$ cat config.mk
export PLATFORM = sky130hd
export DESIGN_NAME = rx_link
export DESIGN_NICKNAME = d
export VERILOG_FILES = /design/src/logic/rx_link_pkg.sv /design/src/logic/aligned_byte_if.sv /design/src/logic/rx_link.sv /design/src/logic/frame_checker.sv /design/src/logic/ack_decoder.sv /design/src/logic/frame_aligner.sv
export SDC_FILE = /design/constraint.sdc
export NUM_CORES = 1
export LEC_CHECK = 0
export BUFFER_PORTS_ARGS = -buffer_cell sky130_fd_sc_hd__buf_2
export CAP_MARGIN = 20
export CORE_ASPECT_RATIO = 0.6
export CORE_MARGIN = 1.5
export CORE_UTILIZATION = 55
export DETAILED_ROUTE_END_ITERATION = 16
export GPL_TIMING_DRIVEN = 0
export PLACE_DENSITY_LB_ADDON = 0.2
export SLEW_MARGIN = 20
export SYNTH_ARGS = -nofsm -noshare
export SYNTH_HDL_FRONTEND = slang
export SYNTH_SLANG_ARGS = --single-unit
$ cat constraint.sdc
create_clock -name clk -period 3.2 [get_ports clk]
set_clock_uncertainty 0.1 [all_clocks]
set_input_delay 0.64 -clock clk [delete_from_list [all_inputs] [get_ports clk]]
set_output_delay 0.64 -clock clk [all_outputs]
set_load 0.02 [all_outputs]
$ cat src/logic/rx_link_pkg.sv
`default_nettype none

package rx_link_pkg;

   localparam int BYTE_W   = 8;
   localparam int WINDOW_W = 2 * BYTE_W;
   localparam int SHIFT_W  = 3;
   localparam int LEN_W    = 5;

   typedef logic [BYTE_W-1:0]   byte_t;
   typedef logic [WINDOW_W-1:0] window_t;  // older chunk in the high half.
   typedef logic [SHIFT_W-1:0]  shift_t;
   typedef logic [LEN_W-1:0]    len_t;

   // acknowledge codes.
   localparam byte_t ACK_POS_CODE = 8'h5f;
   localparam byte_t ACK_NEG_CODE = 8'haf;

   localparam byte_t FRAME_HEADER = 8'h7e;

   // largest legal length byte.
   localparam len_t MAX_PAYLOAD = 5'd16;

   typedef enum logic [1:0]
   {
      HUNT,
      LENGTH,
      PAYLOAD,
      CHECK
   } align_state_t;

endpackage

`default_nettype wire
$ cat src/logic/aligned_byte_if.sv
`timescale 1ns/1ps
`default_nettype none

interface aligned_byte_if;

   rx_link_pkg::byte_t data;
   logic               valid;  // one strobe per byte.
   logic               first;  // length byte.
   logic               last;   // checksum byte.
   rx_link_pkg::len_t  len;

   modport source (
      output data,
      output valid,
      output first,
      output last,
      output len
   );

   modport sink (
      input data,
      input valid,
      input first,
      input last,
      input len
   );

endinterface

`default_nettype wire

$ cat src/logic/rx_link.sv
`timescale 1ns/1ps
`default_nettype none

module rx_link (
   input  logic               clk,
   input  logic               reset,
   input  logic               enable,
   input  rx_link_pkg::byte_t data_in,
   output logic               ack_pos,
   output logic               ack_neg,
   output logic               payload_valid,
   output logic               frame_done,
   output logic               frame_ok,
   output rx_link_pkg::byte_t payload_data,
   output rx_link_pkg::len_t  frame_len
);

   rx_link_pkg::window_t window;
   logic                 locked;

   aligned_byte_if frame_bus ();

   frame_aligner aligner0 (
      .clk     (clk),
      .reset   (reset),
      .enable  (enable),
      .data_in (data_in),
      .window  (window),
      .locked  (locked),
      .out     (frame_bus.source)
   );

   // shares the aligner window.
   ack_decoder ack0 (
      .clk     (clk),
      .reset   (reset),
      .enable  (enable),
      .locked  (locked),
      .window  (window),
      .ack_pos (ack_pos),
      .ack_neg (ack_neg)
   );

   frame_checker checker0 (
      .clk           (clk),
      .reset         (reset),
      .enable        (enable),
      .in            (frame_bus.sink),
      .payload_data  (payload_data),
      .payload_valid (payload_valid),
      .frame_done    (frame_done),
      .frame_ok      (frame_ok),
      .frame_len     (frame_len)
   );

endmodule

`default_nettype wire

$ cat src/logic/frame_checker.sv
`timescale 1ns/1ps
`default_nettype none

module frame_checker (
   input  logic               clk,
   input  logic               reset,
   input  logic               enable,
   aligned_byte_if.sink       in,
   output rx_link_pkg::byte_t payload_data,
   output logic               payload_valid,
   output logic               frame_done,
   output logic               frame_ok,
   output rx_link_pkg::len_t  frame_len
);

   rx_link_pkg::byte_t sum;
   logic               is_payload;

   assign is_payload = in.valid && !in.first && !in.last;

   always_ff @(posedge clk)
   begin
      if (reset || !enable)
      begin
         payload_valid <= 1'b0;
         frame_done    <= 1'b0;
         frame_ok      <= 1'b0;
         frame_len     <= '0;
      end
      else
      begin
         payload_valid <= is_payload;
         frame_done    <= in.valid && in.last;
         if (in.valid && in.last)
         begin
            frame_ok  <= (sum == in.data);  // held until next frame.
            frame_len <= in.len;
         end
      end
   end

   // running sum mod 256.
   always_ff @(posedge clk)
   begin
      if (in.valid && in.first)
      begin
         sum <= '0;
      end
      else if (is_payload)
      begin
         sum <= sum + in.data;
      end
   end

   always_ff @(posedge clk)
   begin
      if (is_payload)
      begin
         payload_data <= in.data;
      end
   end

endmodule

`default_nettype wire

$ cat src/logic/ack_decoder.sv
`timescale 1ns/1ps
`default_nettype none

module ack_decoder (
   input  logic                 clk,
   input  logic                 reset,
   input  logic                 enable,
   input  logic                 locked,
   input  rx_link_pkg::window_t window,
   output logic                 ack_pos,
   output logic                 ack_neg
);

   logic pos_hit;
   logic neg_hit;

   // any of the eight candidates.
   always_comb
   begin
      pos_hit = 1'b0;
      neg_hit = 1'b0;
      for (int s = 0; s < 8; s++)
      begin
         if (window[rx_link_pkg::WINDOW_W - 1 - s -: 8] == rx_link_pkg::ACK_POS_CODE)
         begin
            pos_hit = 1'b1;
         end
         if (window[rx_link_pkg::WINDOW_W - 1 - s -: 8] == rx_link_pkg::ACK_NEG_CODE)
         begin
            neg_hit = 1'b1;
         end
      end
   end

   // quiet while a frame is being read.
   always_ff @(posedge clk)
   begin
      if (reset || !enable)
      begin
         ack_pos <= 1'b0;
         ack_neg <= 1'b0;
      end
      else
      begin
         ack_pos <= pos_hit && !locked;
         ack_neg <= neg_hit && !locked;
      end
   end

endmodule

`default_nettype wire

$ cat src/logic/frame_aligner.sv
`timescale 1ns/1ps
`default_nettype none

module frame_aligner (
   input  logic                 clk,
   input  logic                 reset,
   input  logic                 enable,
   input  rx_link_pkg::byte_t   data_in,
   output rx_link_pkg::window_t window,
   output logic                 locked,
   aligned_byte_if.source       out
);

   rx_link_pkg::byte_t        hist1;
   rx_link_pkg::byte_t        hist2;
   rx_link_pkg::byte_t        hist3;
   rx_link_pkg::align_state_t state;
   rx_link_pkg::shift_t       lock_shift;
   rx_link_pkg::len_t         remaining;
   rx_link_pkg::shift_t       hdr_shift;
   logic                      hdr_hit;
   rx_link_pkg::byte_t        cand;
   logic                      len_ok;

   // chunk history, newest in hist1.
   always_ff @(posedge clk)
   begin
      if (reset || !enable)
      begin
         hist1 <= '0;
         hist2 <= '0;
         hist3 <= '0;
      end
      else
      begin
         hist1 <= data_in;
         hist2 <= hist1;
         hist3 <= hist2;
      end
   end

   assign window = {hist3, hist2};
   assign locked = (state != rx_link_pkg::HUNT);

   // scan high to low so the lowest offset is kept.
   always_comb
   begin
      hdr_hit   = 1'b0;
      hdr_shift = '0;
      for (int s = 7; s >= 0; s--)
      begin
         if (window[rx_link_pkg::WINDOW_W - 1 - s -: 8] == rx_link_pkg::FRAME_HEADER)
         begin
            hdr_hit   = 1'b1;
            hdr_shift = rx_link_pkg::shift_t'(s);
         end
      end
   end

   assign cand   = window[rx_link_pkg::WINDOW_W - 1 - int'(lock_shift) -: 8];  // locked byte.
   assign len_ok = (cand != '0) && (cand <= rx_link_pkg::MAX_PAYLOAD);

   always_ff @(posedge clk)
   begin
      if (reset || !enable)
      begin
         state      <= rx_link_pkg::HUNT;
         lock_shift <= '0;
         remaining  <= '0;
         out.valid  <= 1'b0;
      end
      else
      begin
         out.valid <= 1'b0;
         case (state)
            rx_link_pkg::HUNT:
            begin
               if (hdr_hit)
               begin
                  lock_shift <= hdr_shift;
                  state      <= rx_link_pkg::LENGTH;
               end
            end
            rx_link_pkg::LENGTH:
            begin
               if (len_ok)
               begin
                  out.valid <= 1'b1;
                  remaining <= rx_link_pkg::len_t'(cand);
                  state     <= rx_link_pkg::PAYLOAD;
               end
               else
               begin
                  state <= rx_link_pkg::HUNT;  // bad length, drop it.
               end
            end
            rx_link_pkg::PAYLOAD:
            begin
               out.valid <= 1'b1;
               remaining <= remaining - 1'b1;
               if (remaining == 5'd1)
               begin
                  state <= rx_link_pkg::CHECK;
               end
            end
            default:
            begin
               out.valid <= 1'b1;  // checksum byte.
               state     <= rx_link_pkg::HUNT;
            end
         endcase
      end
   end

   // byte fields, qualified by out.valid.
   always_ff @(posedge clk)
   begin
      out.data  <= cand;
      out.first <= (state == rx_link_pkg::LENGTH);
      out.last  <= (state == rx_link_pkg::CHECK);
      if (state == rx_link_pkg::LENGTH)
      begin
         out.len <= rx_link_pkg::len_t'(cand);
      end
   end

endmodule

`default_nettype wire

Word-level counts from Yosys, hierarchy flattened --
Cells that the tools add are included. Widths: inputs -> output; s select.
Word-level totals: bits in registers 76, output and inout bits 18
Operators by class: $add $sub $neg 3, $lt $le $gt $ge 1, equality and inequality tests 32, shift operators 1, muxes and demuxes 40, reduce and logical (&&, ||, !) cells 19
Operators by type and width (count):
- $eq 8x7->1 const B | 16
- $eq 8x8->1 const B | 8
- $shiftx 23x32->8 | 1
- $mux 1 | 25
- $mux 3 | 8
- $pmux 5 s2 | 1
- $add 8x8->8 | 1
- $eq 8x8->1 | 1
- $le 8x5->1 const B | 1
- $reduce_bool 8->1 | 1
- $logic_and 1x1->1 | 7
- $mux 2 | 3
- $ne 2x1->1 const B | 3
- $pmux 2 s3 | 1
- $reduce_and 2->1 | 3
- $eq 5x1->1 const B | 1
- $mux 5 | 1
- $sub 4x3->5 const A | 1
- $sub 5x1->5 const B | 1
- $eq 2x2->1 const B | 2
- $logic_not 1->1 | 4
- $reduce_bool 2->1 | 2
- $eq 2x1->1 const B | 1
- $logic_not 2->1 | 1
- 2 further kinds | 2

Depth between registers and ports, before layout --
depth in word-level cells 11, mapped depth 10, mapped depth without buffers 9

Cells and area by module --
From an unflattened synthesis, not the netlist that was laid out.
Unflattened totals: cells, all modules 366, area, all modules 3853.7 sq um
Modules (own cells, without submodules):
- frame_aligner | times used 1, cells each 208, area an instance 2388.5 sq um, sequential area each 1051.0 sq um
- frame_checker | times used 1, cells each 112, area an instance 1124.8 sq um, sequential area each 560.5 sq um
- ack_decoder | times used 1, cells each 46, area an instance 340.3 sq um, sequential area each 40.0 sq um

Worst setup path after synthesis --
OpenSTA, ideal clock, no wires.
path type reg2reg, from register aligner0.lock_shift[0], to register aligner0.remaining[0], data arrival time 2.467 ns, required time 2.980 ns, path slack 0.513 ns, stages on the path, launching flop included 9, path buffers 2, clock period less this slack 2.687 ns, cell sequence dfxtp_1 > buf_6 > mux4_2 > mux2_4 > nand4b_4 > or4_1 > buf_2 > and4_4 > o31a_1
Between the ends: cells in the longest elaborated chain, start to end 6, elaborated cells between the ends (all ways) 9, those cells by class add/sub (1); order compare (1); eq/ne (1); shift (1); mux (2); reduce/logical (3)
RTL lines:
- from (decl) | RTL line frame_aligner.sv:18 | rx_link_pkg::shift_t lock_shift;
- from (signal assigned) | RTL line frame_aligner.sv:80 | lock_shift <= hdr_shift;
- $sub 4x3->5 (*) | RTL line frame_aligner.sv:60 | assign cand = window[rx_link_pkg::WINDOW_W - 1 - int'(lock_shift) -: 8];
- $shiftx 23x32->8 (*) | RTL line frame_aligner.sv:60
- via aligner0.cand[1] | RTL line frame_aligner.sv:22 | rx_link_pkg::byte_t cand;
- $le 8x5->1 / $reduce_bool 8->1 (equally long branches) | RTL line frame_aligner.sv:61 | assign len_ok = (cand != '0) && (cand <= rx_link_pkg::MAX_PAYLOAD);
- $logic_and 1x1->1 (*) | RTL line frame_aligner.sv:61
- $ne 2x1->1 (no line) (*)
- $reduce_and 2->1 (no line) (*)
- to (signal assigned) | RTL line frame_aligner.sv:89 | remaining <= rx_link_pkg::len_t'(cand);
- to (signal assigned) | RTL line frame_aligner.sv:100 | remaining <= remaining - 1'b1;
- to (decl) | RTL line frame_aligner.sv:19 | rx_link_pkg::len_t remaining;
The timed path passes the listed nets; every way through them passes the cells marked *. The select of a mux whose other input is x is not followed. A chain may end at the register's enable or synchronous reset.

Final worst setup path --
Same ends and word-level chain as after synthesis.

==> results by group <==
Critical path
  • Required time of the critical path: 3330 ps
  • Peak fanout along the critical path: 10
  • Critical setup path kind: flop to flop
  • Critical Path AT: 3210 ps
  • Worst setup SP type: flop
  • CP endpoint kind: flop

Place
  • Placer Congestion: 0.9110
  • Hpwl dp: 6497 um
  • Placed insts: 509
  • IO buf count: 28

Clock tree
  • CTS clk-pin slew, worst paths: 60 ps
  • Clock Tree Buf Depth: 2
  • Clock sinks: 76
  • Setup repair bufs after CTS: 0
  • Num CTS Buffers: 9
  • CTS tree: yes
  • CTS HTree Levels: 3
  • Clk root buf: clkbuf_16
  • Cts hold-fix bufs: 0
  • Clock Latency Late Sink: 340 ps
  • Resized Gates After CTS: 0

Routing
  • WL final: 9215 um
  • Final routed DRC violation total: 0
  • DRT iter0 DRCs: 265
  • Drt first pass iters: 5
  • Vias post-DR: 3139
  • DR vias/cell: 5.979
  • Routed len/inst: 17.55 um
  • Antenna violation net count after detailed routing: 0

Die
  • Chip height: 66.80 um
  • Die span in x: 109.3 um
  • Die area: 0.007303 mm2
  • Initial core utilization: 56.37%
  • IO Pins: 29
  • # rows: 23
  • Total core area: 0.006619 mm2

Timing
  • RSZ-0062 raised after global routing: false
  • Tcrit/Tclk final: 96.24%
  • Relative slew slack: 41.40%
  • Worst hold margin: 322.9 ps
  • Setup_tns: 0 ps
  • Final Max Slew Viols: 0
  • # setup viols final: 0
  • Fmax: 0.3247 GHz
  • Slew @ Worst Pin: 871.5 ps
  • Final hold vios: 0
  • Fin crit period: 3080 ps

Worst hold path
  • HP Class: flop to flop

Power
  • Sw Ratio: 19.92%
  • Clock share of power: 52.9%
  • P_sw: 432.1 uW
  • Sequential Power Share: 45.2%
  • Int Pwr: 1.737 mW
  • Leakage dissipation: 1.579 nW
  • Total power per unit cell area: 501.2 mW/mm2
  • Peak supply drop: 0.4107 mV
  • Gate power share: 1.8%

Global routing
  • Global-route usage over all layers: 27.78%
  • Antenna violations before repair: 0
  • Largest net degree at the start of global routing: 14
  • First-pass GRT wire length: 14700 um
  • GRT overflow: 0
  • Vias in the first global route: 2861

Synthesis
  • Netlist cell types: 57
  • Sequential share of the synthesized area: 44.27%
  • Post-synth top area share: 33.80%
  • Avg Inst Size Synth: 9.470 um2
  • Mapped Nets: 415
  • Ranking of synthesized cells by area: dfxtp_1 34%, edfxtp_1 10%, mux4_2 7.2%
  • Post-synth EDFFs: 13
  • Yosys warns: 0
  • Synth Register Bits: 76
  • Main flop type after synthesis: dfxtp_1
  • Async set-reset flop share out of synthesis: 0%
  • Mapped cell area: 0.003731 mm2
  • Area leader, netlist: dfxtp_1
  • Synth Instances: 394

Cells and area
  • Area Overhead vs Synth: 16.00%
  • Final nets: 454
  • Diodes inserted: 0
  • Layout cell share with drive strength beyond 1: 16.21%
  • Fin cells: 525
  • Post-layout util: 65.39%

Status
  • Status: complete, no violations

Run
  • Max-cap viol count: 0
==> power groups by stage <==
stage | registers, mW | clock network, mW | logic (mW)
2_1_floorplan | 1.00 | 0 | 0.0241
3_3_place_gp | 1.00 | 0 | 0.0375
3_5_place_dp | 1.00 | 0 | 0.0385
4_1_cts | 0.981 | 1.16 | 0.0390
5_1_grt | 0.982 | 1.18 | 0.0435
6_report | 0.981 | 1.15 | 0.0392
==> registers in the layout, indices dropped and copies added, names as in the netlist, 2 cells and up <==
name and count:
aligner0.hist1 8, aligner0.hist2 8, aligner0.hist3 8, aligner0.out.data 8, checker0.payload_data 8, checker0.sum 8
aligner0.out.len 5, aligner0.remaining 5, checker0.frame_len 5, aligner0.lock_shift 3, aligner0.state 2
==> Yosys cell counts (7+ instances only) <==
| library cell | count |
|---|---|
| dfxtp_1 | 63 |
| nor2_1 | 33 |
| nand2_1 | 32 |
| and2_1 | 24 |
| o21ai_0 | 23 |
| a21oi_1 | 21 |
| clkbuf_1 | 21 |
| inv_1 | 18 |
| nand3_1 | 14 |
| edfxtp_1 | 13 |
| mux4_2 | 12 |
| ha_1 | 9 |
| nor3_1 | 9 |
| a31oi_1 | 7 |
| nand2b_1 | 7 |
==> area by class of cell <==
cell class                      instances  area, um2
Tap cell                               87      108.9
Sequential cell                        76       1652
Clock buffer                           13      302.8
Inverter                               18      67.56
Clock inverter                          3      45.04
Buffer                                 27      127.6
Fill cell                             544       2291
Timing Repair Buffer                   28      140.1
Multi-Input combinational cell        273       1884
==> final timing paths <==
| path | from | endpoint | slack, ps | cells after the start |
|---|---|---|---|---|
| worst min-delay path | aligner0.hist2[0] | aligner0.hist3[0] | 320 | 1 |
| worst min register to register | aligner0.hist2[0] | aligner0.hist3[0] | 320 | 1 |
| worst max-delay path | aligner0.lock_shift[0] | aligner0.remaining[0] | 120 | 7 |
| worst max register to register | aligner0.lock_shift[0] | aligner0.remaining[0] | 120 | 7 |
==> layer usage <==
metal | share of wire (%) | up-vias | GRT usage (%) | routed length [um]
met5 | 0 | - | 0 | 0
met4 | 1.5 | 0 | 8.117 | 140
met3 | 9.6 | 13 | 8.513 | 885
met2 | 41 | 165 | 38.59 | 3785
met1 | 48 | 1472 | 41.04 | 4404
li1 | - | 1489 | - | -
==> kinds of logic after synthesis <==
group | synth area share [%]
AND/OR/NAND/NOR | 22.80
AO/OA/AOI/OAI | 13.65
flip-flops | 44.27
buffers and inverters | 5.231
multiplexers | 9.323
adder cells (fa/ha/maj) | 3.555
XOR/XNOR | 1.174
==> worst max-delay path, stage by stage, from the launching register on <==
cell and delay (ps):
dfxtp_1 420, buf_6 180, mux4_2 510, mux2_4 310, nand4b_4 180, o31ai_1 760
a21boi_0 190, o31a_1 310
==> cell usage in the layout (no fill, tap or decap), drive strengths merged, types with 4 or more instances in the layout <==
cell type	Yosys	routed
nand2	32	32
o21ai	24	24
nor3	9	9
edfxtp	13	13
and2	24	24
nand2b	7	7
mux4	12	12
or3	6	6
clkbuf	21	34
nand4	6	6
nand3b	5	5
inv	18	20
nor4	6	6
dfxtp	63	63
a21oi	21	21
nor2	33	33
buf	6	34
a31oi	7	7
nand3	14	14
ha	9	9
mux2i	4	4
nor3b	6	6
==> metrics by stage <==
step           total power [mW]  area [um2]  setup slack, ps
4_1_cts                   2.177        4328            140.3
3_5_place_dp              1.041        3980            161.4
2_1_floorplan             1.024        3731            513.3
3_3_place_gp              1.039        3980            290.3
5_1_grt                   2.209        4328            34.17
6_report                  2.169        4328            120.5
No activity file was read; power rests on OpenSTA's default activity.
